**config.mk**
```make
export PLATFORM = sky130hd
export DESIGN_NAME = feature_mem
export DESIGN_NICKNAME = d
export VERILOG_FILES = /design/src/design/feature_mem.sv
export SDC_FILE = /design/constraint.sdc
export NUM_CORES = 1
export LEC_CHECK = 0
export BUFFER_PORTS_ARGS = -buffer_cell sky130_fd_sc_hd__buf_2
export CORE_MARGIN = 4
export CORE_UTILIZATION = 60
export DETAILED_ROUTE_END_ITERATION = 16
export PLACE_DENSITY_LB_ADDON = 0.1
export SYNTH_ARGS = -nofsm -noshare
export SYNTH_HDL_FRONTEND = slang
export SYNTH_SLANG_ARGS = --single-unit
```
**constraint.sdc**
```tcl
create_clock -name clk -period 2.5 [get_ports clk]
set_clock_uncertainty 0.05 [all_clocks]
set_input_delay 0.5 -clock clk [delete_from_list [all_inputs] [get_ports clk]]
set_output_delay 0.5 -clock clk [all_outputs]
set_load 0.01 [all_outputs]
```
**src/design/feature_mem.sv**
```systemverilog
`timescale 1ns/10ps
`default_nettype none

module feature_mem #(
    parameter type word_t = logic [7:0],
    parameter int  DEPTH  = 36
) (
    input  logic                     clk,
    input  logic                     we,
    input  logic [$clog2(DEPTH)-1:0] waddr,
    input  word_t                    wdata,
    input  logic                     re,
    input  logic [$clog2(DEPTH)-1:0] raddr,
    output word_t                    rdata
);

    word_t mem [DEPTH];

    always_ff @(posedge clk)
    begin
        if (we)
            mem[waddr] <= wdata;
    end

    // registered read, old word on a same-address write
    always_ff @(posedge clk)
    begin
        if (re)
            rdata <= mem[raddr];
    end

endmodule

`default_nettype wire

```
## Word level (Yosys, flattened, before mapping)

Memory sizes are Yosys's and may differ from the RTL's. A register that Yosys moved wholly into a read port is not among the register bits.
Cells that the tools add are included.

- Bits in registers: 0
- Memory bits (writable): 288
- Input port bits: 23
- Logic and storage cells: 3
- Memories: 1

- Muxes and demuxes: 2

Memory list:

| name | depth | bits a word | read ports | clocked after Yosys merged registers in | write ports | RTL line | RTL |
|---|---|---|---|---|---|---|---|
| mem | 36 | 8 | 1 | 1 | 1 | 17 | `word_t mem [DEPTH];` |

Operators with widths:

| operator | count |
|---|---|
| $mux 1 | 2 |

## Depth between registers and ports, before layout

- Depth in word-level cells: 2
- Gate-level depth with buffers: 7

## Worst setup path before layout

No wires, ideal clock.

- Path kind: input port to flip-flop
- From: in raddr[0]
- To: reg rdata[0] in the netlist's numbering (read register of mem), data pin
- Library setup time: 0.272 ns
- Arrival: 1.653 ns
- Slack: 0.526 ns
- Stages on the path: 6
- Cell sequence: buf_6 -> buf_6 -> buf_4 -> mux4_2 -> nand2_1 -> o41ai_2

RTL lines:

| item | RTL line | RTL |
|---|---|---|
| start: declaration | 13 | `input logic [$clog2(DEPTH)-1:0] raddr,` |
| end: declaration | 14 | `output word_t rdata` |

==> out/qor.yml <==
status:
  status: "finished clean"
worst_hold_path:
  min_from: "re"
  whs_endpoint: "rdata[6]$_DFFE_PP_"
  hold_path_class: "in -> reg"
  whs_path_depth: 1
clocking:
  cts.clk_slew.worst_paths_ns: 0.06
  cts_tree: "done"
  insertion_delay_ns: 0.55
  root_buffer: "clkbuf_16"
  cts.sinks: 296
  hold_buffers: 0
  post-cts-setup-buffer-count: 0
  clk_path_buf_depth: 3
  ctsHtreeMaxLevel: 1
  cts_inserted_buffers: 29
  cts_resized: 0
critical_path:
  crit_path_end_kind: "flop"
  crit_slowest_cell: "a221oi_1"
  cp-start-kind: "primary input"
  worstSetupPathType: "in -> reg"
  worstPathBufferInverterCount: 2
  crit_fanout: 32
  r2r.worst_path.cells: 5
  cp_cell_sequence: "buf_6 > buf_12 > mux2i_1 > a22o_1 > a221oi_1 > o22ai_1 > o41ai_2"
  r2r_end: "rdata[1]$_DFFE_PP_"
  crit-reg2reg-launch: "mem[29][1]$_DFFE_PP_"
  r2r_slack_ns: 0.76
  cp.required_ns: 2.82
  max_stage_delay_ns: 0.37
  crit_family: "compound AO/OA/AOI/OAI gates"
  worstPathArrival_ns: 2.17
finish:
  final_common_cell: "edfxtp_1"
  layout_common_cells: "edfxtp_1 (296), mux2i_1 (128), buf_4 (59), nor2_1 (38), a22oi_1 (32)"
  final_cells: 1008
  syn_to_final_growth_pct: 14.1
  final_nets: 745
  fillerInstances: 1281
  diodes: 0
  final_layout_size_suffix_gt1_share_pct: 22.5
floorplanning:
  die_h_um: 148
  core_region_area_mm2: 0.0194
  io_pins: 31
  rows: 51
  initial_core_util_pct: 60.8
  dieWidth_um: 148
  fp.dieArea_mm2: 0.0220
global_routing:
  antenna_found_initial: 1
  grt_pass1_wl_um: 39400
  overflow: 0
  grt_pass1_vias: 6312
  track_usage_pct: 24.4
  grt_max_degree: 37
yosys:
  synth-async-reset-ratio_pct: 0
  synth_area_mm2: 0.0118
  ys.warnings.count: 0
  synth_cell_types: 28
  syn_avg_cell_area_um2: 18.7
  synth-edff-count: 296
  synthCells: 630
  synth_flop_cell: "edfxtp_1"
  syn_nets: 653
  ys_seq_area_share_pct: 75.4
  synth_seq_cells: 296
place:
  io_buffers: 30
  dp.final_hpwl_um: 16900
  dp_cells: 956
  gp_congestion: 0.843
flow_run:
  cap_violations: 0
timing:
  relSlewSlack_pct: 47.5
  period_minus_slack_ns: 1.86
  holdWs_ns: 0.287
  finalSetupViolations: 0
  maxSlewViolCount: 0
  worst_pin_slew_ns: 0.788
  hold_viol: 0
  rsz0062_at_grt: "false"
  min_period_over_period_pct: 74.2
  timing.fmax_ghz: 0.539
  fin_setup_tns_ns: 0
routing:
  viasPerCell: 6.14
  drtIter0Drc: 535
  post_drt_wl_per_cell_um: 26.0
  dr_wl_met3_um: 2060
  dr_wl_met2_um: 12500
  vias: 6193
  wl_um: 26200
  first_pass_iters: 5
  highest_layer: "met5"
  detail-route-antenna-nets: 0
  post-route-drc-count: 0
  met1Wirelength_um: 11000
pwr:
  power_density_mw_per_mm2: 755
  peakVddDrop_v: 0.000612
  leakagePower_uw: 0.00473
[how the worst max path moves through the flow]
stage | slack (ns) | depth (start not counted) | endpoint | startpoint
floorplan | 0.53 | 6 | rdata[0]$_DFFE_PP_ | raddr[0]
global placement | 0.12 | 8 | rdata[1]$_DFFE_PP_ | raddr[1]
detailed placement | 0.10 | 7 | rdata[2]$_DFFE_PP_ | raddr[0]
CTS | 0.67 | 8 | rdata[1]$_DFFE_PP_ | raddr[1]
global route | 0.58 | 7 | rdata[3]$_DFFE_PP_ | raddr[0]
finish | 0.64 | 7 | rdata[2]$_DFFE_PP_ | raddr[0]
[layout make-up]
cell class	count	area (um^2)	area share, %
repair buffers	95	719	5.35
well taps	265	332	2.46
flip-flops and latches	296	8890	66.1
clock inverters	19	141	1.05
clock buffers	33	741	5.51
multi-input cells	300	2630	19.6
[sequential cells by signal, indices dropped and copies added (netlist names)]
register and flops:
mem 288, rdata 8
[through the flow]
| step | setup slack, ns | instance area [um^2] | power (uW) | util (%) |
|---|---|---|---|---|
| final | 0.644 | 13500 | 10200 | 69.3 |
| after global routing | 0.584 | 13500 | 10500 | 69.3 |
| after CTS | 0.667 | 13500 | 10200 | 69.3 |
| after detailed placement | 0.104 | 12600 | 6210 | 64.8 |
| after global placement | 0.119 | 12600 | 6200 | 64.8 |
| after floorplan | 0.526 | 11800 | 5960 | - |
[power by group]
| part | internal (uW) | leakage, uW | switching [uW] | total (uW) |
|---|---|---|---|---|
| Combinational | 215 | 0.00163 | 369 | 584 |
| Clock | 2320 | 0.000437 | 1730 | 4050 |
| Sequential | 5510 | 0.00267 | 17.2 | 5530 |
[synth_stat cells, drive strengths merged, types with 7 or more instances]
cell      n  area [um^2]
a21oi    16         80.1
a221oi   16          209
a22o     16          140
a22oi    32          240
buf      27          250
clkbuf    7         27.5
edfxtp  296         8890
mux2i   128         1280
mux4      8          180
nand2    11         41.3
nor2     39          146
o22ai     8         50.1
o41ai     8          130
[routing by layer]
layer  track usage, %  up-vias
li1                 -     2742
met1             35.2     3134
met2             38.4      273
met3             4.66       42
met4             7.48        2
met5                0        -
[cell families (layout without fill, tap and decap cells)]
logic type      after synthesis  count (layout)  synth area share [%]
mux                         136             136                  12.4
buf+inv                      34             147                  2.36
simple gates                 68              68                  2.67
flops                       296             296                  75.4
compound gates               96              96                  7.20
Power figures use the tool's default switching activity.
