## src/design/conv_pkg.sv

```systemverilog
`default_nettype none

package conv_pkg;

    // default layer sizes
    localparam int DEF_IFM_SIZE    = 6;
    localparam int DEF_KERNEL_SIZE = 3;
    localparam int DEF_IFM_DEPTH   = 2;
    localparam int DEF_NUM_UNITS   = 4;
    localparam int UNIT_LATENCY    = 2;     // multiply stage, then sum stage

    localparam int DEF_OFM_SIZE = DEF_IFM_SIZE - DEF_KERNEL_SIZE + 1;
    localparam int DEF_KK       = DEF_KERNEL_SIZE * DEF_KERNEL_SIZE;
    localparam int CHAN_W       = (DEF_IFM_DEPTH > 1) ? $clog2(DEF_IFM_DEPTH) : 1;
    localparam int UNIT_W       = (DEF_NUM_UNITS > 1) ? $clog2(DEF_NUM_UNITS) : 1;
    localparam int KIDX_W       = $clog2(DEF_IFM_DEPTH * DEF_KK);

    typedef logic signed [7:0]  data_t;
    typedef logic signed [19:0] acc_t;
    typedef data_t [DEF_KK-1:0] window_t;    // row major, top-left first

    typedef logic [$clog2(DEF_IFM_DEPTH*DEF_IFM_SIZE*DEF_IFM_SIZE)-1:0] ifm_addr_t;
    typedef logic [$clog2(DEF_OFM_SIZE*DEF_OFM_SIZE)-1:0]               ofm_addr_t;

    typedef struct packed {
        acc_t [DEF_NUM_UNITS-1:0] unit;
    } ofm_word_t;

    typedef struct packed {
        logic              pix_valid;  // a pixel rides with this tag
        logic              valid;      // window valid
        ofm_addr_t         addr;
        logic              first;
        logic              last;
        logic [CHAN_W-1:0] chan;
    } pix_tag_t;

    typedef struct packed {
        logic              we;
        logic [UNIT_W-1:0] unit_idx;
        logic [KIDX_W-1:0] kernel_idx;  // channel*K*K + position
        logic              is_bias;
        data_t             value;
    } weight_wr_t;

endpackage

`default_nettype wire

```

## src/design/psum_writer.sv

```systemverilog
`timescale 1ns/10ps
`default_nettype none

module psum_writer
    import conv_pkg::*;
#(
    parameter int NUM_UNITS = DEF_NUM_UNITS,
    parameter int OFM_SIZE  = DEF_OFM_SIZE
) (
    input  logic      clk,
    input  logic      reset,
    input  pix_tag_t  tag,
    input  ofm_word_t psums,
    input  ofm_word_t biases,
    input  ofm_word_t ofm_rdata,
    output logic      ofm_re,
    output ofm_addr_t ofm_raddr,
    output logic      ofm_we,
    output ofm_addr_t ofm_waddr,
    output ofm_word_t ofm_wdata,
    output logic      done_write
);

    pix_tag_t  tag_r;
    ofm_word_t psum_r;
    acc_t      total;

    // fetch the old partial sum
    assign ofm_re    = tag.valid;
    assign ofm_raddr = tag.addr;

    always_ff @(posedge clk or posedge reset)
    begin
        if (reset)
            tag_r <= '0;
        else
            tag_r <= tag;
    end

    always_ff @(posedge clk)
    begin
        psum_r <= psums;
    end

    always_comb
    begin
        ofm_wdata = '0;
        total     = '0;
        for (int u = 0; u < NUM_UNITS; u++)
        begin
            total = psum_r.unit[u] + (tag_r.first ? biases.unit[u] : ofm_rdata.unit[u]);
            if (tag_r.last && total < 0)
                total = '0;                 // relu after the final channel
            ofm_wdata.unit[u] = total;
        end
    end

    assign ofm_we     = tag_r.valid;
    assign ofm_waddr  = tag_r.addr;
    assign done_write = tag_r.valid && tag_r.last
                        && (tag_r.addr == ofm_addr_t'(OFM_SIZE * OFM_SIZE - 1));

    a_waddr: assert property (@(posedge clk) disable iff (reset)
        ofm_we |-> int'(ofm_waddr) < OFM_SIZE * OFM_SIZE)
        else $error("psum_writer: OFM write address out of range");

endmodule

`default_nettype wire

```

## config.mk

```make
export PLATFORM = sky130hd
export DESIGN_NAME = psum_writer
export DESIGN_NICKNAME = d
export VERILOG_FILES = /design/src/design/conv_pkg.sv /design/src/design/psum_writer.sv
export SDC_FILE = /design/constraint.sdc
export NUM_CORES = 1
export LEC_CHECK = 0
export ABC_CLOCK_PERIOD_IN_PS = 5700
export BUFFER_PORTS_ARGS = -buffer_cell sky130_fd_sc_hd__buf_2
export CORE_UTILIZATION = 30
export DETAILED_ROUTE_END_ITERATION = 8
export SLEW_MARGIN = 0
export SYNTH_ARGS = -nofsm -noshare
export SYNTH_HDL_FRONTEND = slang
export SYNTH_SLANG_ARGS = --single-unit
```

## constraint.sdc

```tcl
create_clock -name clk -period 5.7 [get_ports clk]
set_input_delay 1.14 -clock clk [delete_from_list [all_inputs] [get_ports clk]]
set_output_delay 1.14 -clock clk [all_outputs]
set_load 0.1 [all_outputs]
```

# Word-level counts from Yosys, hierarchy flattened
# Cells that the tools add are included.
[classes] addsub=4 order_cmp=4 n_eq_ne=1 muxes=8 n_reduce_logical=6
[op_table] cell="$mux 20" n=8
[op_table] cell="$add 20x20->20" n=4
[op_table] cell="$lt 20x1->1 const B" n=4
[op_table] cell="$logic_and 1x1->1" n=6
[op_table] cell="$eq 4x4->1 const B" n=1
[totals] reg_bits=87 word_cells=31

# Logic depth before layout (Yosys ltp)
[depth] word_depth=5 ltp_mapped=14 depth_no_buf=10

# Worst setup path after synthesis
# No wires, ideal clock.
[synth_timing] path_type="flip-flop to output port" from="reg tag_r[2] (netlist bit)" to="out ofm_wdata[48] (netlist bit)" t_arrival_ps=5224 required_time_ps=4560 path_slack_ps=-664 stages_incl_launch_ff=14 path_buffers=4 cell_sequence="dfrtp_1 > buf_2 > buf_1 > clkbuf_1 > mux2_2 > ha_1 > buf_2 > a21oi_2 > o21a_1 > o21ai_1 > a21oi_1 > mux2i_1 > a211oi_4 > nor3b_1"
[synth_lines] item="from (decl)" line="psum_writer.sv:24" source="pix_tag_t tag_r;"
[synth_lines] item="from (signal assigned)" line="psum_writer.sv:37" source="tag_r <= tag;"
[synth_lines] item="to (decl)" line="psum_writer.sv:20" source="output ofm_word_t ofm_wdata,"

==> impl_metrics.toml <==
[run_status]
outcome = "complete, no violations"

[cts]
holdBufCountCts = 0
clock_tree_buffer_depth = 2
cts.reportedPaths.clkPinSlew_ns = 0.07
post_cts_setup_buffers = 0
clock_tree_from_tritoncts = "done"
cts-htree-levels = 3
numClockSinks = 87
ctsResizeCount = 0
tritoncts.num_buffers = 9
root_buffer = "clkbuf_16"

[finish]
final.fill_count = 2329
regArea_sq_mm = 0.00178
fin_nets = 1440
layout-drive-gt1-share = 0.415
area_growth_syn_to_layout_pct = 31.9
multiInputGateArea_sq_mm = 0.00502
final_util = 0.407

[yosys]
post_synth_mux_area_share = 0.132
ys_seq_area_frac = 0.252
synth_cell_type_count = 62
synth.yosys.warnings = 0
synth_async_sr_flop_share = 0.0805
synth_top_family_by_area = "compound AO/OA/AOI/OAI gates"
simple_gate_share_of_the_synthesized_area = 0.150
yosys-top-cells-count = "dfxtp_1 (80), ha_1 (76), mux2_2 (76)"
synth_adder_area_share = 0.146
edff_count_synth = 0
synth_seq_cells = 87
syn_inst = 790
netlist_area_before_placement_sq_mm = 0.00704
post-synth-top-count-cell = "dfxtp_1"
synth_largest_type_area_fraction = 0.227
netlist_top_cells_area = "dfxtp_1 (23%), ha_1 (13%), mux2_2 (12%)"
syn_nets = 1121
dominantRegCellSynth = "dfxtp_1"
yosys.area_share.xor_xnor = 0.0883
yosys.area.top_type = "dfxtp_1"
synth_compound_area_frac = 0.194
avgSynthCellArea_sq_um = 8.92

[routing]
route.final.wire_length_mm = 21.5
postRouteAntennaNets = 0
post-route-drc-count = 0
post_drt_via_cell_ratio = 4.82
first_pass_iters = 4
detail_route.wl_per_cell_um = 15.1
number_of_vias_after_detailed_routing = 6894
detail_route.iter0.violations = 250

[setup_path]
critPathKind = "reg -> out"
timing.critical_path.from_type = "register"
critical_path_required_ns = 4.56
timing.critical_path.fanout_max = 24
signal_arrival_time_at_the_worst_endpoint_ns = 4.23
critPathCaptureType = "primary output"

[sta]
tightest_slew_ns = 0.688
slew-limit-headroom = 0.541
final-hold-violation-count = 0
final-max-slew-violation-count = 0
unrepaired_setup_endpoints_after_global_routing = "false"
layout_setup_ws_ns = 0.326
max_freq_mhz = 186
finalWorstPathRequiredPeriod_ns = 5.37
setup-violations-final = 0
post-route-period-util = 0.943
fin_worst_hold_slack_ns = 0.726

[power]
power.total_uw = 3420
power.static_leakage_uw = 0.00456
irDropWorstVdd_mv = 0.267
power-per-cell-area_mw_per_mm2 = 368

[die]
top_level_ports = 342
initial_utilization = 0.308
floorplan.die_area_sq_mm = 0.0241
core_area_sq_mm = 0.0228
dieWidth_um = 155
core.rowCount = 55
die_h_um = 155

[global_route]
gr-usage-all-layers = 0.176
grt_start_max_net_pins = 25
grt_overflow = 0
antenna_found_initial = 1
first_global_vias = 6747
grt_pass1_wl_mm = 33.5

[placement]
gp_congestion = 0.864
place_hpwl_mm = 17.8
dpl_worst_slack_ns = 0.374
io_buffer_count = 339

[run]
cap_violations = 0

[hold_path]
hold_path.class = "in -> async"
==> logic make-up (layout without fill, tap and decap cells) <==
kind of cell,count (synthesis),after routing
fa+ha+maj,80,80
simple gates,214,214
xor+xnor,71,71
other cells,0,2
compound gates,203,203
buf+inv,53,377
flops,87,87
mux,82,82
==> state kept, by name, indices dropped and copies added, names as in the netlist <==
name	cells
ofm_we	1
ofm_waddr	4
psum_r	80
tag_r	2
==> cell usage in the layout, fill, tap and decap left out, drive strengths merged, types with 4 or more instances in the layout <==
master  netlist  layout
and4          5       5
mux2i         6       6
a31o          4       4
buf          27     346
nor3         23      23
a31oi         6       6
nand3        19      19
dfxtp        80      80
xnor2        42      42
xor2         29      29
o21bai        8       8
mux2         76      76
a21oi        65      65
o21ai        39      39
nor2         61      61
a211oi        9       9
fa            4       4
dfrtp         7       7
ha           76      76
nor2b         9       9
nand2        42      42
nand4        12      12
inv          15      15
clkbuf       11      13
and3         12      12
o221ai        4       4
o21a          8       8
a21o         32      32
and2         25      25
==> routing by layer <==
layer / part of all wire / routed length (um) / global-route usage / up-vias
li1: - / - / - / 3519
met1: 0.43 / 9280 / 0.207 / 3098
met4: 0.013 / 278 / 0.0458 / 0
met2: 0.49 / 10400 / 0.315 / 258
met3: 0.070 / 1510 / 0.0446 / 19
met5: 0 / 0 / 0 / -
==> worst max-delay path by stage <==
stage	startpoint	end	cells past startpoint
floorplan	tag_r[2]	ofm_wdata[69]	14
global placement	biases[0]	ofm_wdata[18]	12
detailed placement	biases[0]	ofm_wdata[18]	12
CTS	tag_r[2]	ofm_wdata[61]	10
global route	tag_r[2]	ofm_wdata[61]	12
finish	tag_r[2]	ofm_wdata[64]	10
==> power breakdown <==
group	internal [uW]	leakage, uW	switching (uW)
clock	319	0.000136	257
combinational	501	0.00367	1690
sequential	642	0.000756	17.3
total	1460	0.00456	1960
==> worst max-delay path: stages (launching register included) <==
cell      delay (ns)
dfrtp_4         0.65
buf_4           0.39
mux2_2          0.39
ha_1            0.37
a21oi_1         0.24
o221ai_1        0.18
o21ai_0         0.39
a211oi_2        0.24
buf_4           0.23
nor3_1          0.30
buf_2           0.49
==> per-stage QoR <==
stage	instance area [sq um]	std cells	setup TNS (ns)
4_1_cts	9290	1427	0
6_report	9290	1429	0
3_5_place_dp	9010	1411	0
3_3_place_gp	9010	1411	0
5_1_grt	9290	1427	0
2_1_floorplan	7060	790	-7.34
==> area by class of cell <==
type,instances,area share
multi-input cells,650,0.540
flip-flops and latches,87,0.192
repair buffers,346,0.190
well taps,313,0.0421
clock buffers,13,0.0280
inverters,15,0.00606
clock inverters,3,0.00188
diodes,2,0.000539
Note: power is estimated with default switching activity, not from simulation.
