File: config.mk
export PLATFORM = sky130hd
export DESIGN_NAME = conv_unit
export DESIGN_NICKNAME = d
export VERILOG_FILES = /design/src/design/conv_pkg.sv /design/src/design/conv_unit.sv
export SDC_FILE = /design/constraint.sdc
export NUM_CORES = 2
export LEC_CHECK = 0
export BUFFER_PORTS_ARGS = -buffer_cell sky130_fd_sc_hd__buf_2
export CAP_MARGIN = 20
export CORE_MARGIN = 4
export CORE_UTILIZATION = 30
export DETAILED_ROUTE_END_ITERATION = 10
export GPL_TIMING_DRIVEN = 0
export HOLD_SLACK_MARGIN = 0.02
export PLACE_DENSITY_LB_ADDON = 0.1
export SLEW_MARGIN = 20
export SYNTH_ARGS = -nofsm -noshare
export SYNTH_HDL_FRONTEND = slang
export SYNTH_SLANG_ARGS = --single-unit
File: constraint.sdc
create_clock -name clk -period 8.7 [get_ports clk]
set_input_delay 0.435 -clock clk [delete_from_list [all_inputs] [get_ports clk]]
set_output_delay 0.435 -clock clk [all_outputs]
set_load 0.02 [all_outputs]
File: src/design/conv_pkg.sv
`default_nettype none

package conv_pkg;

    // default layer sizes
    localparam int DEF_IFM_SIZE    = 6;
    localparam int DEF_KERNEL_SIZE = 3;
    localparam int DEF_IFM_DEPTH   = 2;
    localparam int DEF_NUM_UNITS   = 4;
    localparam int UNIT_LATENCY    = 2;     // multiply stage, then sum stage

    localparam int DEF_OFM_SIZE = DEF_IFM_SIZE - DEF_KERNEL_SIZE + 1;
    localparam int DEF_KK       = DEF_KERNEL_SIZE * DEF_KERNEL_SIZE;
    localparam int CHAN_W       = (DEF_IFM_DEPTH > 1) ? $clog2(DEF_IFM_DEPTH) : 1;
    localparam int UNIT_W       = (DEF_NUM_UNITS > 1) ? $clog2(DEF_NUM_UNITS) : 1;
    localparam int KIDX_W       = $clog2(DEF_IFM_DEPTH * DEF_KK);

    typedef logic signed [7:0]  data_t;
    typedef logic signed [19:0] acc_t;
    typedef data_t [DEF_KK-1:0] window_t;    // row major, top-left first

    typedef logic [$clog2(DEF_IFM_DEPTH*DEF_IFM_SIZE*DEF_IFM_SIZE)-1:0] ifm_addr_t;
    typedef logic [$clog2(DEF_OFM_SIZE*DEF_OFM_SIZE)-1:0]               ofm_addr_t;

    typedef struct packed {
        acc_t [DEF_NUM_UNITS-1:0] unit;
    } ofm_word_t;

    typedef struct packed {
        logic              pix_valid;  // a pixel rides with this tag
        logic              valid;      // window valid
        ofm_addr_t         addr;
        logic              first;
        logic              last;
        logic [CHAN_W-1:0] chan;
    } pix_tag_t;

    typedef struct packed {
        logic              we;
        logic [UNIT_W-1:0] unit_idx;
        logic [KIDX_W-1:0] kernel_idx;  // channel*K*K + position
        logic              is_bias;
        data_t             value;
    } weight_wr_t;

endpackage

`default_nettype wire

File: src/design/conv_unit.sv
`timescale 1ns/10ps
`default_nettype none

module conv_unit
    import conv_pkg::*;
#(
    parameter int KERNEL_SIZE = DEF_KERNEL_SIZE,
    parameter int IFM_DEPTH   = DEF_IFM_DEPTH,
    parameter int UNIT_INDEX  = 0
) (
    input  logic              clk,
    input  logic              reset,
    input  weight_wr_t        weight_wr,
    input  window_t           window,
    input  logic [CHAN_W-1:0] channel,
    output acc_t              psum,
    output acc_t              bias
);

    localparam int KK = KERNEL_SIZE * KERNEL_SIZE;

    data_t              weights [IFM_DEPTH*KK];
    logic signed [15:0] prod [KK];
    logic               sel;
    acc_t               sum;

    assign sel = weight_wr.we && (int'(weight_wr.unit_idx) == UNIT_INDEX);

    always_ff @(posedge clk)
    begin
        if (sel && !weight_wr.is_bias)
            weights[weight_wr.kernel_idx] <= weight_wr.value;
    end

    always_ff @(posedge clk or posedge reset)
    begin
        if (reset)
            bias <= '0;
        else if (sel && weight_wr.is_bias)
            bias <= acc_t'(weight_wr.value);    // sign extended
    end

    // stage 1, products against this channel's kernel
    always_ff @(posedge clk)
    begin
        for (int p = 0; p < KK; p++)
            prod[p] <= window[p] * weights[int'(channel)*KK + p];
    end

    always_comb
    begin
        sum = '0;
        for (int p = 0; p < KK; p++)
            sum = sum + acc_t'(prod[p]);
    end

    // stage 2
    always_ff @(posedge clk)
    begin
        psum <= sum;
    end

endmodule

`default_nettype wire

# [Word level (Yosys, flattened, before mapping)]
# Memory sizes are Yosys's and may differ from the RTL's.
# Cells that the tools add are included.
[word_totals] wordCells=37 ram_bits=288 mem_count=2 reg_bits=28
[mem_list] name="prod" depth=9 word_bits=16 rd=9 rd_ports_with_merged_regs=0 write_ports=9 line_no="conv_unit.sv:23" source="logic signed [15:0] prod [KK];"
[mem_list] name="weights" depth=18 word_bits=8 rd=9 rd_ports_with_merged_regs=0 write_ports=1 line_no="conv_unit.sv:22" source="data_t weights [IFM_DEPTH*KK];"
[op_classes] addsub=16 reduce_logical=5 mux=2 mul=10
[op_table] cell="8-bit by 8-bit multiplier with 16-bit output" n=9
[op_table] cell="20-bit by 16-bit adder with 20-bit output" n=4
[op_table] cell="5-bit by 4-bit adder with 5-bit output, second input constant" n=5
[op_table] cell="19-bit by 16-bit adder with 20-bit output" n=1
[op_table] cell="18-bit by 16-bit adder with 19-bit output" n=1
[op_table] cell="17-bit by 16-bit adder with 18-bit output" n=1
[op_table] cell="16-bit by 16-bit adder with 17-bit output" n=1
[op_table] cell="5-bit by 3-bit adder with 5-bit output, second input constant" n=2
[op_table] cell="5-bit by 2-bit adder with 5-bit output, second input constant" n=1
[op_table] cell="1-bit by 4-bit multiplier with 5-bit output, second input constant" n=1
[op_table] cell="1-bit logical AND" n=3
[op_table] cell="2-bit zero test" n=1
[op_table] cell="1-bit 2-to-1 mux" n=2
[op_table] cell="1-bit zero test" n=1

# [Logic depth before layout (Yosys ltp)]
[logic_depth] ltp_word=8 ltp_mapped=22

# [Worst setup path after synthesis]
# No wires, ideal clock.
[synth_path] path_kind="in2reg" from="in channel" to="mem prod[3][15], in the netlist prod[0][63]" arrival_ns=5.258 path_slack_ns=3.324 path_stages=20 path_cell_list="clkbuf_1 -> clkbuf_1 -> mux2_2 -> and2_1 -> fa_1 -> inv_1 -> fa_1 -> inv_1 -> fa_1 -> inv_1 -> fa_1 -> inv_1 -> ha_1 -> and2_1 -> a221oi_2 -> nor3_1 -> a2111oi_4 -> a21oi_2 -> nor2_2 -> xnor2_1"
[synth_lines] item="from (decl)" line_no="conv_unit.sv:15" source="input logic [CHAN_W-1:0] channel,"
[synth_lines] item="to (decl)" line_no="conv_unit.sv:23"

==> impl_results.md <==
* Status: finished, final reports clean
* Clock tree buffer depth at 3
* CTS tree: yes
* Crit Path Category: in -> reg
* Via density at around 4.3
* Cell count after synthesis at approximately 3300
* Antenna Violating Nets Remaining at 0
* Setup bufs post-CTS at 0
* First-pass GRT wire length at 142400 µm
* Pre-CTS setup slack at ~1.6 ns
* P&R area growth vs syn at 11.04%
* Req. time, crit path at around 9.2 ns
* Final Hold Slack at 0.2208 ns
* Skew-Pair Late Insertion Delay at between 0.5 and 0.6 ns
* Slew Viols, Final at 0
* CTS buffer count at 39
* CP bufs+invs at 3
* Worst Hold Class: in -> reg
* Depth of the CTS H-tree at 2
* Die Width at ~350 µm
* Post-DP HPWL at 75000 µm
* GR Util All Layers at between 10% and 20%
* Area leader, netlist: fa_1
* Ys Warns at 0
* Initial DRC count at ~850
* GP Congestion at 0.7894
* Setup ws final at ~2.4 ns
* Final setup fails at 0
* Critical Path Start Type: input pin
* Die area at roughly 120000 µm²
* Register area share after synthesis at approximately 22%
* Drt total wl at 90130 µm
* Die Y-Extent at between 300 and 400 µm
* Synth top area cells: fa_1 35%, edfxtp_1 12%, ha_1 10%, dfxtp_1 9.4%, inv_1 8.7%
* Worst Tran Pin Value at slightly above 1 ns
* Netlist cell types at 69
* Fin crit period at approximately 6.3 ns
* Largest net degree at the start of global routing at 20
* Starting Density at between 30% and 40%
* Post-synth EDFFs at approximately 140
* Clock root cell: clkbuf_16
* Clock-pin slew on the worst setup and hold paths at ~0.060 ns
* Period utilisation layout at slightly above 70%
* Layout cells sized above 1 at 7.926%
* CTS sink cnt at between 300 and 400
* Flop and latch count out of synthesis at 316
* Fmax at approximately 0.16 GHz
* CP Cell Sequence: clkbuf_1 > buf_2 > mux2i_1 > nand2b_1 > fa_1 > fa_1 > inv_1 > fa_1 > fa_1 > ha_1 > nand2_1 > o21ai_1 > nor4_2 > nor3_1 > a2111oi_2 > a21oi_1 > xnor2_1
* Hold Fails Final Rpt at 0
* Core ar. at between 100000 and 150000 µm²
* Mapped Area at 34770 µm²
* Remaining global-route overflow at 0
* Buffers on Ports at ~130
* Vias in the first global route at ~24000
* CP most frequent cell: fa_1
* Total Nets Final at about 4500
* Most frequent cell after synthesis: inv_1
* CP Data Arrival Time at between 6 and 7 ns
* Worst-path maximum fanout at 10
* Commonest cells in the synthesized netlist: 810 x inv_1, 611 x fa_1, 280 x ha_1
* Max incr delay on CP at approximately 0.87 ns
* WL per Instance at approximately 18 µm
* Drt first pass iters at 4
* Setup TNS at 0 ns
* # Max-Cap Violations at 0
* Initial antenna violation count at 6
* Yosys top cell area share at around a third
* Ys async rst share at under 10%
* DRC Markers at 0
* Synthesized net count at 4300
* CP delay by family, top: adder cells
* Syn Area/Cell at about 10 µm²
* Crit end category: flop
* Std cell rows at 124
* Slew margin rel. at 31.00%
* Top_reg_cell synth: dfxtp_1
* DR vias at roughly 22000
* Final Skew at between 0.02 and 0.025 ns
* Unrepaired setup endpoints after global routing: false
* Ports at around 130
* CP max stage cell: mux2i_1
==> final timing paths <==
kind / slack, ns / end / depth (start not counted) / startpoint
max: 2.41 / prod[0][111]$_DFF_P_ / 17 / channel
min: 0.22 / prod[0][16]$_DFF_P_ / 2 / window[8]
max reg2reg: 3.44 / prod[0][111]$_DFF_P_ / 15 / weights[15][0]$_DFFE_PP_
min reg2reg: 0.50 / bias[4]$_DFFE_PP0P_ / 1 / bias[4]$_DFFE_PP0P_
max in group asynchronous: 8.06 / bias[1]$_DFFE_PP0P_ / 3 / reset
min in group asynchronous: 0.38 / bias[0]$_DFFE_PP0P_ / 3 / reset
==> state kept, by name, indices dropped and copies added (netlist names) <==
register	cells
prod	144
weights	144
bias	8
psum	20
==> cell usage in the layout, fill, tap and decap left out, drive strengths merged, types with 6 or more instances in the layout <==
master    n
nand2   167
clkbuf   62
clkinv   11
inv     815
xnor2   123
a21boi   12
a21o     12
and2    140
nor2    140
a31oi     8
a21oi    56
or2      26
edfxtp  144
a211oi    6
and3      7
nor2b   239
nor4      7
o21a     23
o21ai    44
dfxtp   164
fa      611
buf     149
ha      280
nand2b   43
or3       6
mux2i    47
nand3    15
mux2     43
nand3b    7
nor3     30
xor2     19
nand4     6
dfrtp     8
==> cell type report <==
type | instances | area (µm²)
Timing Repair Buffer | 131 | 676.9
Buffer | 27 | 153.9
Multi-Input combinational cell | 2163 | 23800
Clock buffer | 54 | 1075
Sequential cell | 316 | 7807
Tap cell | 1512 | 1892
Fill cell | 11810 | 76050
Inverter | 811 | 3044
Clock inverter | 18 | 141.4
Antenna cell | 5 | 12.51
==> cells by family after synthesis <==
logic type | Yosys count | synth area share [%]
AND/OR/NAND/NOR | 855 | 13.27
buffers and inverters | 838 | 9.191
flip-flops | 316 | 22.46
AO/OA/AOI/OAI | 185 | 3.505
adder cells (fa/ha/maj) | 891 | 45.26
XOR/XNOR | 142 | 3.577
multiplexers | 90 | 2.746
==> repair_timing <==
action | 4_1_cts | 5_1_grt
hold endpoints to repair | 8 | 0
gates resized for setup | 0 | 0
hold buffers | 1 | 0
==> per-layer routing <==
metal	GRT usage (%)	up-vias	wire, µm
met3	1.417	71	2781
met4	2.963	0	1366
met1	22.60	10920	44220
li1	-	10440	-
met2	24.97	238	41760
met5	0	-	0
==> per-stage QoR <==
step                      utilization, %  cell area (µm²)  instances
after floorplan                        -            34770       3317
after global placement             32.52            37290       4954
after detailed placement           32.57            37340       4957
after CTS                          33.64            38570       5030
after global routing               33.66            38590       5032
final                              33.67            38610       5037
Power is left out: the tool's default activity adds up to more than one toggle a clock period on the data nets, which glitch-free logic cannot reach.
