### src/design/conv_pkg.sv
`default_nettype none

package conv_pkg;

    // default layer sizes
    localparam int DEF_IFM_SIZE    = 6;
    localparam int DEF_KERNEL_SIZE = 3;
    localparam int DEF_IFM_DEPTH   = 2;
    localparam int DEF_NUM_UNITS   = 4;
    localparam int UNIT_LATENCY    = 2;     // multiply stage, then sum stage

    localparam int DEF_OFM_SIZE = DEF_IFM_SIZE - DEF_KERNEL_SIZE + 1;
    localparam int DEF_KK       = DEF_KERNEL_SIZE * DEF_KERNEL_SIZE;
    localparam int CHAN_W       = (DEF_IFM_DEPTH > 1) ? $clog2(DEF_IFM_DEPTH) : 1;
    localparam int UNIT_W       = (DEF_NUM_UNITS > 1) ? $clog2(DEF_NUM_UNITS) : 1;
    localparam int KIDX_W       = $clog2(DEF_IFM_DEPTH * DEF_KK);

    typedef logic signed [7:0]  data_t;
    typedef logic signed [19:0] acc_t;
    typedef data_t [DEF_KK-1:0] window_t;    // row major, top-left first

    typedef logic [$clog2(DEF_IFM_DEPTH*DEF_IFM_SIZE*DEF_IFM_SIZE)-1:0] ifm_addr_t;
    typedef logic [$clog2(DEF_OFM_SIZE*DEF_OFM_SIZE)-1:0]               ofm_addr_t;

    typedef struct packed {
        acc_t [DEF_NUM_UNITS-1:0] unit;
    } ofm_word_t;

    typedef struct packed {
        logic              pix_valid;  // a pixel rides with this tag
        logic              valid;      // window valid
        ofm_addr_t         addr;
        logic              first;
        logic              last;
        logic [CHAN_W-1:0] chan;
    } pix_tag_t;

    typedef struct packed {
        logic              we;
        logic [UNIT_W-1:0] unit_idx;
        logic [KIDX_W-1:0] kernel_idx;  // channel*K*K + position
        logic              is_bias;
        data_t             value;
    } weight_wr_t;

endpackage

`default_nettype wire

### src/design/window_buffer.sv
`timescale 1ns/10ps
`default_nettype none

module window_buffer
    import conv_pkg::*;
#(
    parameter int IFM_SIZE    = DEF_IFM_SIZE,
    parameter int KERNEL_SIZE = DEF_KERNEL_SIZE
) (
    input  logic     clk,
    input  logic     reset,
    input  data_t    pix,
    input  pix_tag_t tag_in,
    output window_t  window,
    output pix_tag_t tag_out
);

    localparam int FIFO_SIZE = (KERNEL_SIZE - 1) * IFM_SIZE + KERNEL_SIZE;
    localparam int CH_PIX    = IFM_SIZE * IFM_SIZE;
    localparam int OFM_SIZE  = IFM_SIZE - KERNEL_SIZE + 1;

    data_t                     sr [FIFO_SIZE];   // sr[0] newest
    logic [$clog2(CH_PIX)-1:0] pix_cnt;          // pixels already in, this channel
    logic                      full;

    assign full = (pix_cnt >= FIFO_SIZE - 1);    // incoming pixel completes a window

    always_ff @(posedge clk)
    begin
        if (tag_in.pix_valid)
        begin
            sr[0] <= pix;
            for (int i = 1; i < FIFO_SIZE; i++)
                sr[i] <= sr[i-1];
        end
    end

    always_ff @(posedge clk or posedge reset)
    begin
        if (reset)
        begin
            pix_cnt <= '0;
            tag_out <= '0;
        end
        else
        begin
            tag_out       <= tag_in;
            tag_out.valid <= tag_in.valid && tag_in.pix_valid && full;
            if (tag_in.pix_valid)
                pix_cnt <= (pix_cnt == CH_PIX - 1) ? '0 : pix_cnt + 1'b1;
        end
    end

    // taps, window row i col j
    always_comb
    begin
        for (int i = 0; i < KERNEL_SIZE; i++)
            for (int j = 0; j < KERNEL_SIZE; j++)
                window[i*KERNEL_SIZE + j] = sr[(KERNEL_SIZE-1-i)*IFM_SIZE + KERNEL_SIZE-1-j];
    end

    // the controller's OFM address must match the pixel position seen here
    a_fill: assert property (@(posedge clk) disable iff (reset)
        tag_out.valid |-> $past(pix_cnt) >= FIFO_SIZE - 1
            && tag_out.addr == ofm_addr_t'(($past(pix_cnt) / IFM_SIZE - (KERNEL_SIZE - 1))
                * OFM_SIZE + $past(pix_cnt) % IFM_SIZE - (KERNEL_SIZE - 1)))
        else $error("window_buffer: valid window before fill or at wrong address");

endmodule

`default_nettype wire

### config.mk
export PLATFORM = sky130hd
export DESIGN_NAME = window_buffer
export DESIGN_NICKNAME = d
export VERILOG_FILES = /design/src/design/conv_pkg.sv /design/src/design/window_buffer.sv
export SDC_FILE = /design/constraint.sdc
export NUM_CORES = 1
export LEC_CHECK = 0
export BUFFER_PORTS_ARGS = -buffer_cell sky130_fd_sc_hd__buf_2
export CAP_MARGIN = 20
export CORE_MARGIN = 5
export CORE_UTILIZATION = 28
export CTS_BUF_LIST = sky130_fd_sc_hd__clkbuf_16
export CTS_CLUSTER_SIZE = 24
export DETAILED_ROUTE_END_ITERATION = 6
export PLACE_DENSITY = 0.59
export SYNTH_ARGS = -nofsm -noshare
export SYNTH_HDL_FRONTEND = slang
export SYNTH_SLANG_ARGS = --single-unit
export TNS_END_PERCENT = 100
### constraint.sdc
create_clock -name clk -period 1.56 [get_ports clk]
set_input_delay 0.156 -clock clk [delete_from_list [all_inputs] [get_ports clk]]
set_output_delay 0.156 -clock clk [all_outputs]
set_load 0.02 [all_outputs]
# Word level (Yosys, flattened, before mapping)
# Memories as Yosys holds them, arrays and structs flattened.
# Index checks and enable logic that the tools add are counted.
dict set report totals {
  n_memories 1
  ff_bits 15
  ramBits 120
  mem_bits_ro 0
  output_inout_bits 81
  latchBits 0
  inputBits 19
}
# name depth width read_ports rd_ports_with_merged_regs write_ports line
set memory_table {}
lappend memory_table {sr 15 8 15 0 15 window_buffer.sv:22} ;# data_t sr [FIFO_SIZE];
dict set report classes {
  n_lt_le_gt_ge 1
  n_bitwise 0
  mux 3
  div 0
  eq_ne 1
  mul 0
  reduce_logical 2
  add_sub_neg 1
  n_shift 0
}
# operator n
set ops {}
lappend ops {{6-bit by 1-bit adder with 6-bit output (second input constant)} 1}
lappend ops {{6-bit equality test (second input constant)} 1}
lappend ops {{6-bit by 4-bit >= comparator with 1-bit output (second input constant)} 1}
lappend ops {{6-bit 2-to-1 mux} 1}
lappend ops {{1-bit logical AND} 2}
lappend ops {{1-bit 2-to-1 mux} 2}

# Depth between registers and ports, before layout
dict set report depth {
  word_depth 2
  mapped_depth 4
  mapped_depth_nobuf 4
}

# Least setup slack after synthesis
# Ideal clock, no wire load.
dict set report synth_path {
  kind {reg-to-reg}
  from {reg pix_cnt[1]}
  to {reg pix_cnt[5]}
  setup_ps 133
  slack_ps 440
  arrival_time_ps 987
  synth_period_minus_slack_ps 1120
  path_stages_with_launch 5
  required_ps 1427
  cell_sequence {dfrtp_1 -> ha_1 -> nand2_1 -> o41ai_1 -> nor3_1}
}
dict set report synth_between {
  elab_chain_cells 2
}
# item line
set synth_rtl {}
lappend synth_rtl {{start: declaration} window_buffer.sv:23} ;# logic [$clog2(CH_PIX)-1:0] pix_cnt;
lappend synth_rtl {{start signal: assignment} window_buffer.sv:50} ;# pix_cnt <= (pix_cnt == CH_PIX - 1) ? '0 : pix_cnt + 1'b1;
lappend synth_rtl {{6-bit by 1-bit adder with 6-bit output / 6-bit equality test (equally long branches)} window_buffer.sv:50}
lappend synth_rtl {{6-bit 2-to-1 mux *} window_buffer.sv:50}
# Mark *: on every way between the ends. The rest lies on a longest branch, timed or not.
# A chain may end at the register's enable or synchronous reset.

# Worst setup path after layout
# Same ends and word-level chain as after synthesis.

==> impl_metrics.csv <==
group,metric,value,unit
detailed_routing,via_count,2030,
final_layout,drive_gt1_share,40.7,%
timing,fin_crit_sh,89.2,%
timing,clock_skew,0.00469,ns
detailed_routing,wirelength,7180,um
die,die_h,140,um
timing,finalMaxSlewViolations,0,
detailed_routing,drt_first_pass_iters,4,
clock_network,h-tree-depth,4,
logic_synthesis,ys_ff_latch,135,
clock_network,cts_root_buffer,"clkbuf_16",
global_routing,antenna_found_initial,0,
final_layout,ff_latch_area,0.00398,mm^2
global_routing,grt-ovfl-total,0,
clock_network,clockBufferDepth,2,
pwr,switchingPower,0.00191,W
worst_setup_path,path_class,"flop to flop",
detailed_routing,drc,0,
logic_synthesis,syn_area,0.00472,mm^2
worst_setup_path,path_cells,"ha_1, nand2_1, o41ai_1, nor3_1",
die,rows,47,
placed_design,pre_cts_ws,0.226,ns
pwr,internal_power,0.00658,W
worst_setup_path,cp_slowest_cell,"dfrtp_1",
pwr,p_leak,2.20,nW
worst_setup_path,cp.required,1.84,ns
worst_setup_path,cp-start-kind,"flop",
logic_synthesis,syn-num-nets,260,
timing,setup_viol,0,
timing,finalCriticalPeriod,1.39,ns
global_routing,grt_pass1_vias,2103,
pwr,vdd_drop_max,0.000761,V
logic_synthesis,yosysTopAreaCellShare,76.4,%
clock_network,cts_tree,"done",
final_layout,final_nets,325,
global_routing,track_usage,7.67,%
pwr,p_clk_share,41.1,%
logic_synthesis,syn_area_per_cell,19.7,um^2
timing,fin_tns_setup,0,ns
pwr,seqPwrFrac,52.0,%
clock_network,cts_buffers,17,
min_path,worstHoldPathType,"input port to async pin",
detailed_routing,viasPerCell,3.78,
final_layout,num_antenna_cells,0,
timing,layout_setup_ws,0.168,ns
clock_network,cts_setup_buffers,0,
logic_synthesis,syn-instance-count,239,
placed_design,gp_congestion,0.714,
logic_synthesis,synth_area_leader_cell,"edfxtp_1",
final_layout,syn2layout_area_growth,20.7,%
global_routing,grt_pass1_wl,11200,um
pwr,comb_power_share,6.9,%
die,core_area,0.0166,mm^2
pwr,power.total,0.00849,W
logic_synthesis,yosysWarnings,0,
job,drv_cap,0,
worst_setup_path,crit_fanout,7,
pwr,sw_frac_of_total,22.5,%
logic_synthesis,yosysSeqAreaShare,84.3,%
detailed_routing,ant_nets,0,
detailed_routing,drtIter0Drc,129,
final_layout,n_fill_cell,1616,
timing,worst_pin_slew,0.555,ns
timing,hold_viol,0,
logic_synthesis,synth_cell_types,21,
die,pin_count,100,
worst_setup_path,end_kind,"flop",
timing,fmax,0.719,GHz
timing,rsz0062_at_grt,"false",
clock_network,path_clk_slew,0.06,ns
die,die_w,140,um
worst_setup_path,cp.arrival,1.67,ns
detailed_routing,routedWlPerCell,13.4,um
placed_design,dp_hpwl,4570,um
clock_network,insertion_delay,0.41,ns
global_routing,grt_max_degree,43,
worst_setup_path,critical_path.max_stage_delay,0.48,ns
clock_network,clock_sinks,135,
die,die_area,0.0196,mm^2
die,initial_utilization,28.5,%
run_status,outcome,"finished, final reports clean",
final_layout,multi_input_area,175,um^2
placed_design,port_buffers,99,
logic_synthesis,synth_area_leaders,"edfxtp_1 76%, buf_4 12%, dfrtp_1 8.0%",
timing,relSlewSlack,63.0,%
pwr,power_density,1490,mW/mm^2
## layout by cell type, fill, tap and decap left out, drive strengths merged, types with 2 or more instances in the layout
cell type / synthesis / final
clkinv: 0 / 9
inv: 2 / 6
ha: 2 / 2
nand2: 3 / 3
dlygate4sd3: 0 / 18
nor2: 4 / 4
dfrtp: 15 / 15
a21oi: 3 / 3
buf: 75 / 103
clkbuf: 0 / 17
nand4: 3 / 3
edfxtp: 120 / 120
xnor2: 2 / 2
## through the flow
step	hold slack (ns)	instance area [um^2]	util (%)	instances
after floorplan	0.0575	4720	-	239
after global placement	0.197	4990	30.1	487
after detailed placement	0.237	4990	30.1	487
after CTS	0.347	5700	34.4	537
after global routing	0.381	5700	34.4	537
final	0.348	5700	34.4	537
## cells in the mapped netlist, drive strengths merged
cell      n
xnor2     2
nand2b    1
nor3      1
o21ai     1
o41ai     1
a21o      1
buf      75
inv       2
nand2     3
a41o      1
a21oi     3
o211ai    1
nand4     3
a211oi    1
and4b     1
ha        2
edfxtp  120
nand3     1
dfrtp    15
nor2      4
## final cells by class
class	count	area share, %
sequential	135	69.8
timing repair buffer	121	12.9
clock buffer	17	7.47
tap	220	4.83
multi-input combinational	27	3.07
clock inverter	15	1.73
inverter	2	0.132
## kinds of logic (layout without fill, tap and decap cells)
family / count (synthesis) / count (layout) / synth area share, %
AO/OA/AOI/OAI: 9 / 9 / 1.30
XOR/XNOR: 2 / 2 / 0.371
adder cells (fa/ha/maj): 2 / 2 / 0.530
buffers and inverters: 77 / 155 / 12.0
flip-flops: 135 / 135 / 84.3
AND/OR/NAND/NOR: 14 / 14 / 1.51
## critical path: cells and delay by family, from the launching register on
kind / cells / cell delay [ns]
compound gates: 1 / 0.33
fa+ha+maj: 1 / 0.25
flops: 1 / 0.48
simple gates: 2 / 0.20
## routing by layer
layer / GRT usage, % / share of wire (%)
met1: 8.66 / 41
met5: 0 / 0
met3: 4.97 / 9.7
met4: 3.21 / 1.6
met2: 11.5 / 48
## repair_timing
| item | CTS | global route |
|---|---|---|
| hold endpoints to repair | 32 | 0 |
| gates resized for setup | 0 | 0 |
| hold buffers | 18 | 0 |
## path summary, 6_finish.rpt
check	start	endpoint	slack (ns)	cells after the start
worst max register to register	pix_cnt[1]	pix_cnt[5]	0.17	4
max in group asynchronous	reset	tag_out[6]	0.85	3
worst max-delay path	pix_cnt[1]	pix_cnt[5]	0.17	4
min in group clk	tag_in[1]	tag_out[1]	0.40	2
worst min register to register	sr[0][32]	sr[0][40]	0.41	0
worst min-delay path	reset	pix_cnt[2]	0.35	3
## power groups by stage
stage	clock, W	combinational [W]	sequential, W
3_5_place_dp	0	0.000560	0.00448
5_1_grt	0.00382	0.000631	0.00444
3_3_place_gp	0	0.000532	0.00444
4_1_cts	0.00363	0.000596	0.00441
2_1_floorplan	0	0.000477	0.00441
6_report	0.00349	0.000585	0.00441
## registers in the layout (all words and copies together), names as in the netlist
name     count
tag_out      9
sr         120
pix_cnt      6
Power figures use the tool's default switching activity.
