==> config.mk <==
export PLATFORM = sky130hd
export DESIGN_NAME = layer_ctrl
export DESIGN_NICKNAME = d
export VERILOG_FILES = /design/src/design/conv_pkg.sv /design/src/design/layer_ctrl.sv
export SDC_FILE = /design/constraint.sdc
export NUM_CORES = 1
export LEC_CHECK = 0
export BUFFER_PORTS_ARGS = -buffer_cell sky130_fd_sc_hd__buf_2
export CAP_MARGIN = 15
export CORE_MARGIN = 1.5
export CORE_UTILIZATION = 51
export DETAILED_ROUTE_END_ITERATION = 10
export PLACE_DENSITY = 0.77
export SLEW_MARGIN = 20
export SYNTH_ARGS = -nofsm -noshare
export SYNTH_HDL_FRONTEND = slang
export SYNTH_SLANG_ARGS = --single-unit
==> constraint.sdc <==
create_clock -name clk -period 2.26 [get_ports clk]
set_input_delay 0.452 -clock clk [delete_from_list [all_inputs] [get_ports clk]]
set_output_delay 0.452 -clock clk [all_outputs]
set_load 0.02 [all_outputs]
==> src/design/conv_pkg.sv <==
`default_nettype none

package conv_pkg;

    // default layer sizes
    localparam int DEF_IFM_SIZE    = 6;
    localparam int DEF_KERNEL_SIZE = 3;
    localparam int DEF_IFM_DEPTH   = 2;
    localparam int DEF_NUM_UNITS   = 4;
    localparam int UNIT_LATENCY    = 2;     // multiply stage, then sum stage

    localparam int DEF_OFM_SIZE = DEF_IFM_SIZE - DEF_KERNEL_SIZE + 1;
    localparam int DEF_KK       = DEF_KERNEL_SIZE * DEF_KERNEL_SIZE;
    localparam int CHAN_W       = (DEF_IFM_DEPTH > 1) ? $clog2(DEF_IFM_DEPTH) : 1;
    localparam int UNIT_W       = (DEF_NUM_UNITS > 1) ? $clog2(DEF_NUM_UNITS) : 1;
    localparam int KIDX_W       = $clog2(DEF_IFM_DEPTH * DEF_KK);

    typedef logic signed [7:0]  data_t;
    typedef logic signed [19:0] acc_t;
    typedef data_t [DEF_KK-1:0] window_t;    // row major, top-left first

    typedef logic [$clog2(DEF_IFM_DEPTH*DEF_IFM_SIZE*DEF_IFM_SIZE)-1:0] ifm_addr_t;
    typedef logic [$clog2(DEF_OFM_SIZE*DEF_OFM_SIZE)-1:0]               ofm_addr_t;

    typedef struct packed {
        acc_t [DEF_NUM_UNITS-1:0] unit;
    } ofm_word_t;

    typedef struct packed {
        logic              pix_valid;  // a pixel rides with this tag
        logic              valid;      // window valid
        ofm_addr_t         addr;
        logic              first;
        logic              last;
        logic [CHAN_W-1:0] chan;
    } pix_tag_t;

    typedef struct packed {
        logic              we;
        logic [UNIT_W-1:0] unit_idx;
        logic [KIDX_W-1:0] kernel_idx;  // channel*K*K + position
        logic              is_bias;
        data_t             value;
    } weight_wr_t;

endpackage

`default_nettype wire

==> src/design/layer_ctrl.sv <==
`timescale 1ns/10ps
`default_nettype none

module layer_ctrl
    import conv_pkg::*;
#(
    parameter int IFM_SIZE    = DEF_IFM_SIZE,
    parameter int KERNEL_SIZE = DEF_KERNEL_SIZE,
    parameter int IFM_DEPTH   = DEF_IFM_DEPTH
) (
    input  logic      clk,
    input  logic      reset,
    input  logic      start_from_previous,
    input  logic      end_from_next,
    input  logic      done_write,
    output logic      ifm_re,
    output ifm_addr_t ifm_raddr,
    output pix_tag_t  tag,
    output logic      start_to_next,
    output logic      end_to_previous
);

    localparam int OFM_SIZE = IFM_SIZE - KERNEL_SIZE + 1;
    localparam int POS_W    = $clog2(IFM_SIZE);

    typedef enum logic [1:0] {IDLE, READ, DRAIN, WAIT_NEXT} state_t;

    state_t            state;
    state_t            state_next;
    logic [POS_W-1:0]  col_cnt;
    logic [POS_W-1:0]  row_cnt;
    logic [CHAN_W-1:0] chan_cnt;
    ifm_addr_t         addr_cnt;
    logic              col_end;
    logic              row_end;
    logic              last_pix;
    int                ofm_row;
    int                ofm_col;

    ////////////////////////////////////////////////////////////////////////////
    // layer FSM
    ////////////////////////////////////////////////////////////////////////////

    always_ff @(posedge clk or posedge reset)
    begin
        if (reset)
            state <= IDLE;
        else
            state <= state_next;
    end

    always_comb
    begin
        state_next = state;
        case (state)
            IDLE:
                if (start_from_previous)
                    state_next = READ;
            READ:
                if (last_pix)
                    state_next = DRAIN;
            DRAIN:                              // pipeline still writing
                if (done_write)
                    state_next = WAIT_NEXT;
            WAIT_NEXT:                          // hold the OFM for the next layer
                if (end_from_next)
                    state_next = IDLE;
            default:
                state_next = IDLE;
        endcase
    end

    assign end_to_previous = (state == IDLE);
    assign start_to_next   = (state == WAIT_NEXT) && end_from_next;
    assign ifm_re          = (state == READ);
    assign ifm_raddr       = addr_cnt;

    ////////////////////////////////////////////////////////////////////////////
    // pixel counters
    ////////////////////////////////////////////////////////////////////////////

    assign col_end  = (col_cnt == POS_W'(IFM_SIZE - 1));
    assign row_end  = (row_cnt == POS_W'(IFM_SIZE - 1));
    assign last_pix = col_end && row_end && (chan_cnt == CHAN_W'(IFM_DEPTH - 1));

    always_ff @(posedge clk or posedge reset)
    begin
        if (reset)
        begin
            col_cnt  <= '0;
            row_cnt  <= '0;
            chan_cnt <= '0;
            addr_cnt <= '0;
        end
        else if (state != READ)
        begin
            col_cnt  <= '0;
            row_cnt  <= '0;
            chan_cnt <= '0;
            addr_cnt <= '0;
        end
        else
        begin
            addr_cnt <= addr_cnt + 1'b1;
            if (col_end)
            begin
                col_cnt <= '0;
                if (row_end)
                begin
                    row_cnt  <= '0;
                    chan_cnt <= chan_cnt + 1'b1;
                end
                else
                    row_cnt <= row_cnt + 1'b1;
            end
            else
                col_cnt <= col_cnt + 1'b1;
        end
    end

    // window whose bottom-right pixel is being read
    assign ofm_row = int'(row_cnt) - (KERNEL_SIZE - 1);
    assign ofm_col = int'(col_cnt) - (KERNEL_SIZE - 1);

    always_comb
    begin
        tag = '0;
        if (state == READ)
        begin
            tag.pix_valid = 1'b1;
            tag.valid     = (ofm_col >= 0);     // rows are gated by the window buffer
            tag.addr      = ofm_addr_t'(ofm_row * OFM_SIZE + ofm_col);
            tag.first     = (chan_cnt == '0);
            tag.last      = (chan_cnt == CHAN_W'(IFM_DEPTH - 1));
            tag.chan      = chan_cnt;
        end
    end

    a_handoff: assert property (@(posedge clk) disable iff (reset)
        start_to_next |-> end_from_next ##1 end_to_previous)
        else $error("layer_ctrl: start_to_next without a clean handoff");

    a_done_in_drain: assert property (@(posedge clk) disable iff (reset)
        done_write |-> state == DRAIN)
        else $error("layer_ctrl: last OFM write outside DRAIN");

endmodule

`default_nettype wire

# Word level (Yosys, flattened, before mapping)
# Cells that the tools add are included.
# totals
mem_count	0
latchBits	0
reg_bits	16
romBits	0
wordCells	47
mem_bits_rw	0
out_inout_bits	19
# op_classes
eq_ne	10
div_mod_pow	0
n_addsub	7
multipliers	0
n_shift	0
n_reduce_logical	8
muxes	15
n_bitwise	1
order_cmp	1
# op_table
op	count
3-bit two-way mux	5
9-bit two-way mux	1
2-bit two-way mux	4
2-bit one-hot mux with 4 select lines	1
7-bit by 1-bit adder with 7-bit output (second input constant)	1
7-bit two-way mux	1
3-bit by 1-bit adder with 3-bit output (second input constant)	2
3-bit equality test (second input constant)	2
2-bit != test (second input constant)	3
4-bit adder	1
2-bit equality test (second input constant)	2
4-bit by 1-bit >= comparator with 1-bit output (second input constant)	1
2-bit by 1-bit != test with 1-bit output (second input constant)	2
4-bit AND reduction	1
2-bit nonzero test	2
3-bit by 2-bit subtractor with 4-bit output (second input constant)	1
1-bit logical AND	3
1-bit two-way mux	3
2-bit by 1-bit equality test with 1-bit output (second input constant)	1
2-bit zero test	1
2-bit AND reduction	1
2-bit subtractor (second input constant)	1
1-bit adder (second input constant)	1
1-bit NOT	1

# Longest topological paths before layout
# logic_depth
depth_word	5
mapped_depth	7
mapped_depth_nobuf	7

# Worst setup path after synthesis
# No wires, ideal clock.
# synth_timing
kind	reg-to-output
start	register state[1]
end	output tag[1] in the netlist's numbering
n_path_buf	2
t_arrival_ps	1495
path_stages_with_launch	6
path_slack_ps	313
required_time_ps	1808
cell_sequence	dfrtp_1 inv_1 ha_1 clkbuf_1 and2_1 buf_4
# synth_rtl
item	line	rtl
from (decl)	layer_ctrl.sv:28	state_t state;
from (signal assigned)	layer_ctrl.sv:49	state <= state_next;
to (decl)	layer_ctrl.sv:18	output pix_tag_t tag,

==> summary.txt <==
Synth
  – EDFF count, synth: 0
  – Dominant cell type by area after synthesis: dfrtp_1
  – Yosys cell types: 28
  – Largest cells by area after synthesis: dfrtp_1, ha_1, and2_1
  – Fraction of post-synthesis cell area in the top cell type by area: 0.431
  – Most common cell in the synthesized netlist: dfrtp_1
  – FFs w/ async S/R, synth: 1.00
  – Commonest cells in the netlist: dfrtp_1, and2_1, inv_1
  – Ys flop type: dfrtp_1
  – Avg Cell Area, Syn: 10.3 um^2
  – Syn. warnings: 0
  – Syn Nets: 102
  – Seq/Total Area, Yosys: 0.431
  – Synthesized flop and latch total: 16
  – Post-Syn Area: 930 um^2
  – Gate Count Post-Synth: 90

Drt
  – Via count: 680
  – Final ANT Viol Nets: 0
  – Iter 0 DRT Violations: 4
  – Via/cell ratio: 4.79
  – Wire per inst: 11.5 um
  – Drc violations: 0
  – Final Routed Wirelength: 1.63 mm
  – Pre-Repair DR Iteration Count: 6

Setup path
  – Crit. End Element: output pin
  – WS Path Type: flip-flop to output pin
  – R2R depth: 5
  – Crit path max fanout: 3
  – R2r setup slk: 0.67 ns
  – Setup crit start kind: flip-flop
  – Worst r2r src: state[1]
  – WP data required: 1.81 ns
  – Crit path DAT: 1.87 ns
  – R2r endpoint: state[1]

STA
  – Final min period: 2.33 ns
  – RSZ-0062 raised after global routing: true
  – Hold slack: 0.214 ns
  – Clock Skews: 0.00699 ns
  – Fmax: 430 MHz
  – Worst slew pin tran: 0.606 ns
  – Relative slew slack: 0.596
  – Setup-failing EPs final: 1
  – Period utilization: 1.03
  – Post-route setup slack: -0.0652 ns
  – Fin. Hold Viols: 0
  – Pins Over Slew Limit: 0

GRT
  – Overall global routing resource usage: 0.180
  – Largest net degree at the start of global routing: 17
  – Met1 usage: 0.233
  – Top Usage Layer GRT: met2
  – Met2 GRT Util: 0.287
  – Met3 usage in global routing: 0.0357
  – Antenna violations before repair: 0
  – Number of global-route vias before repair: 628
  – GR Overflow Total: 0
  – First-pass GRT wire length: 2.66 mm

Placed design
  – Pre-CTS WS: 0.256 ns
  – GP Congestion: 0.752
  – Post-DP HPWL: 1.12 mm
  – IO buf count: 23

Final layout
  – # nets final: 130
  – Share of layout cells above drive strength 1: 0.376
  – Fill cell count: 151
  – Sequential Area: 400 um^2
  – Antenna fix cells: 0
  – Area of the multi-input gates: 505 um^2
  – P&R area growth vs syn: 24.6%

Status
  – Outcome: complete, but fails checks
  – Failing checks: negative setup slack

Die
  – Standard-cell rows: 15
  – Core region area: 1730 um^2
  – Starting Density: 0.538
  – Die extent in x: 45.7 um
  – Die Height: 45.7 um
  – Boundary Pins: 24
  – Die area: 2090 um^2

Clock tree
  – CTS tree: done
  – TritonCTS Buffers: 3
  – Clock Tree Buf Depth: 2
  – Clock Sink Count: 16
  – H-tree Lvls: 1
  – Clock-pin slew on the worst setup and hold paths: 0.10 ns
  – Clock Tree Root: clkbuf_4
  – Skew-Pair Late Insertion Delay: 0.29 ns

Flow run
  – Max-cap viol count: 0

Power
  – Pleak: 0.601 nW
  – Power per cell area: 419 nW/um^2
  – Pwr Total: 485 uW
  – Peak supply drop: 0.336 mV

Hold path
  – Min-Delay Path Class: input pin to asynchronous set/reset pin
## critical path, stage by stage, from the launching register on
cell	delay [ns]
dfrtp_1	0.44
inv_2	0.08
ha_4	0.26
inv_2	0.04
ha_4	0.15
xor2_2	0.17
xnor2_1	0.14
and2_1	0.17
buf_6	0.13
## registers in the layout (all words and copies together), names as in the netlist
signal     flops
col_cnt        3
ifm_raddr      7
row_cnt        3
state          2
chan_cnt       1
## cell usage in the layout, fill, tap and decap left out, drive strengths merged, types with 3 or more instances in the layout
cell / Yosys / routed
dfrtp: 16 / 16
buf: 2 / 27
ha: 7 / 7
nand3: 4 / 4
xor2: 3 / 3
nor2b: 7 / 7
clkbuf: 2 / 4
xnor2: 6 / 6
inv: 9 / 9
and2: 12 / 12
nand2: 4 / 4
and3: 3 / 3
nor2: 3 / 3
## repair_timing
| action | CTS | global route |
|---|---|---|
| hold buffers | 0 | 0 |
| pin swaps | 1 | 3 |
| setup buffers | 2 | 1 |
| setup endpoints to repair | 1 | 1 |
| gates resized for setup | 6 | 3 |
## stage by stage
stage / cells / setup TNS [ns] / cell area, um^2 / utilization
3_5_place_dp: 135 / 0 / 1060 / 0.614
5_1_grt: 142 / -0.139 / 1160 / 0.671
2_1_floorplan: 90 / 0 / 930 / -
3_3_place_gp: 135 / 0 / 1060 / 0.614
4_1_cts: 141 / 0 / 1130 / 0.657
6_report: 142 / -0.0652 / 1160 / 0.671
## report_power, final
part           switching, mW  internal [mW]
registers                  0          0.286
logic                0.00698        0.00289
clock network         0.0910         0.0982
total                 0.0980          0.387
## cell type report
class / instances / area share
Clock buffer: 4 / 0.0313
Sequential cell: 16 / 0.346
Tap cell: 25 / 0.0270
Inverter: 9 / 0.0292
Multi-Input combinational cell: 61 / 0.436
Timing Repair Buffer: 27 / 0.131
## routing by layer
metal / routed length, um / up-vias / part of all wire
met4: 26 / 0 / 0.016
met2: 805 / 17 / 0.49
met5: 0 / - / 0
met1: 739 / 313 / 0.45
met3: 60 / 5 / 0.037
li1: - / 345 / -
## worst max path at each step
| stage | start | endpoint | cells after the start |
|---|---|---|---|
| final | col_cnt[2] | tag[6] | 8 |
| after global routing | col_cnt[2] | tag[6] | 8 |
| after CTS | col_cnt[2] | tag[6] | 8 |
| after detailed placement | col_cnt[2] | tag[6] | 8 |
| after global placement | col_cnt[2] | tag[6] | 8 |
| after floorplan | state[1] | tag[1] | 5 |
## logic make-up after synthesis
| group | count (synthesis) | share of synthesized area |
|---|---|---|
| xor gates and xnor gates | 9 | 0.0848 |
| and+or+nand+nor | 37 | 0.252 |
| muxes | 2 | 0.0269 |
| adders and majority gates | 7 | 0.0942 |
| DFF | 16 | 0.431 |
| buffers and inverters | 13 | 0.0606 |
| AOI/OAI and AO/OA | 6 | 0.0511 |
Note: power is estimated with default switching activity, not from simulation.
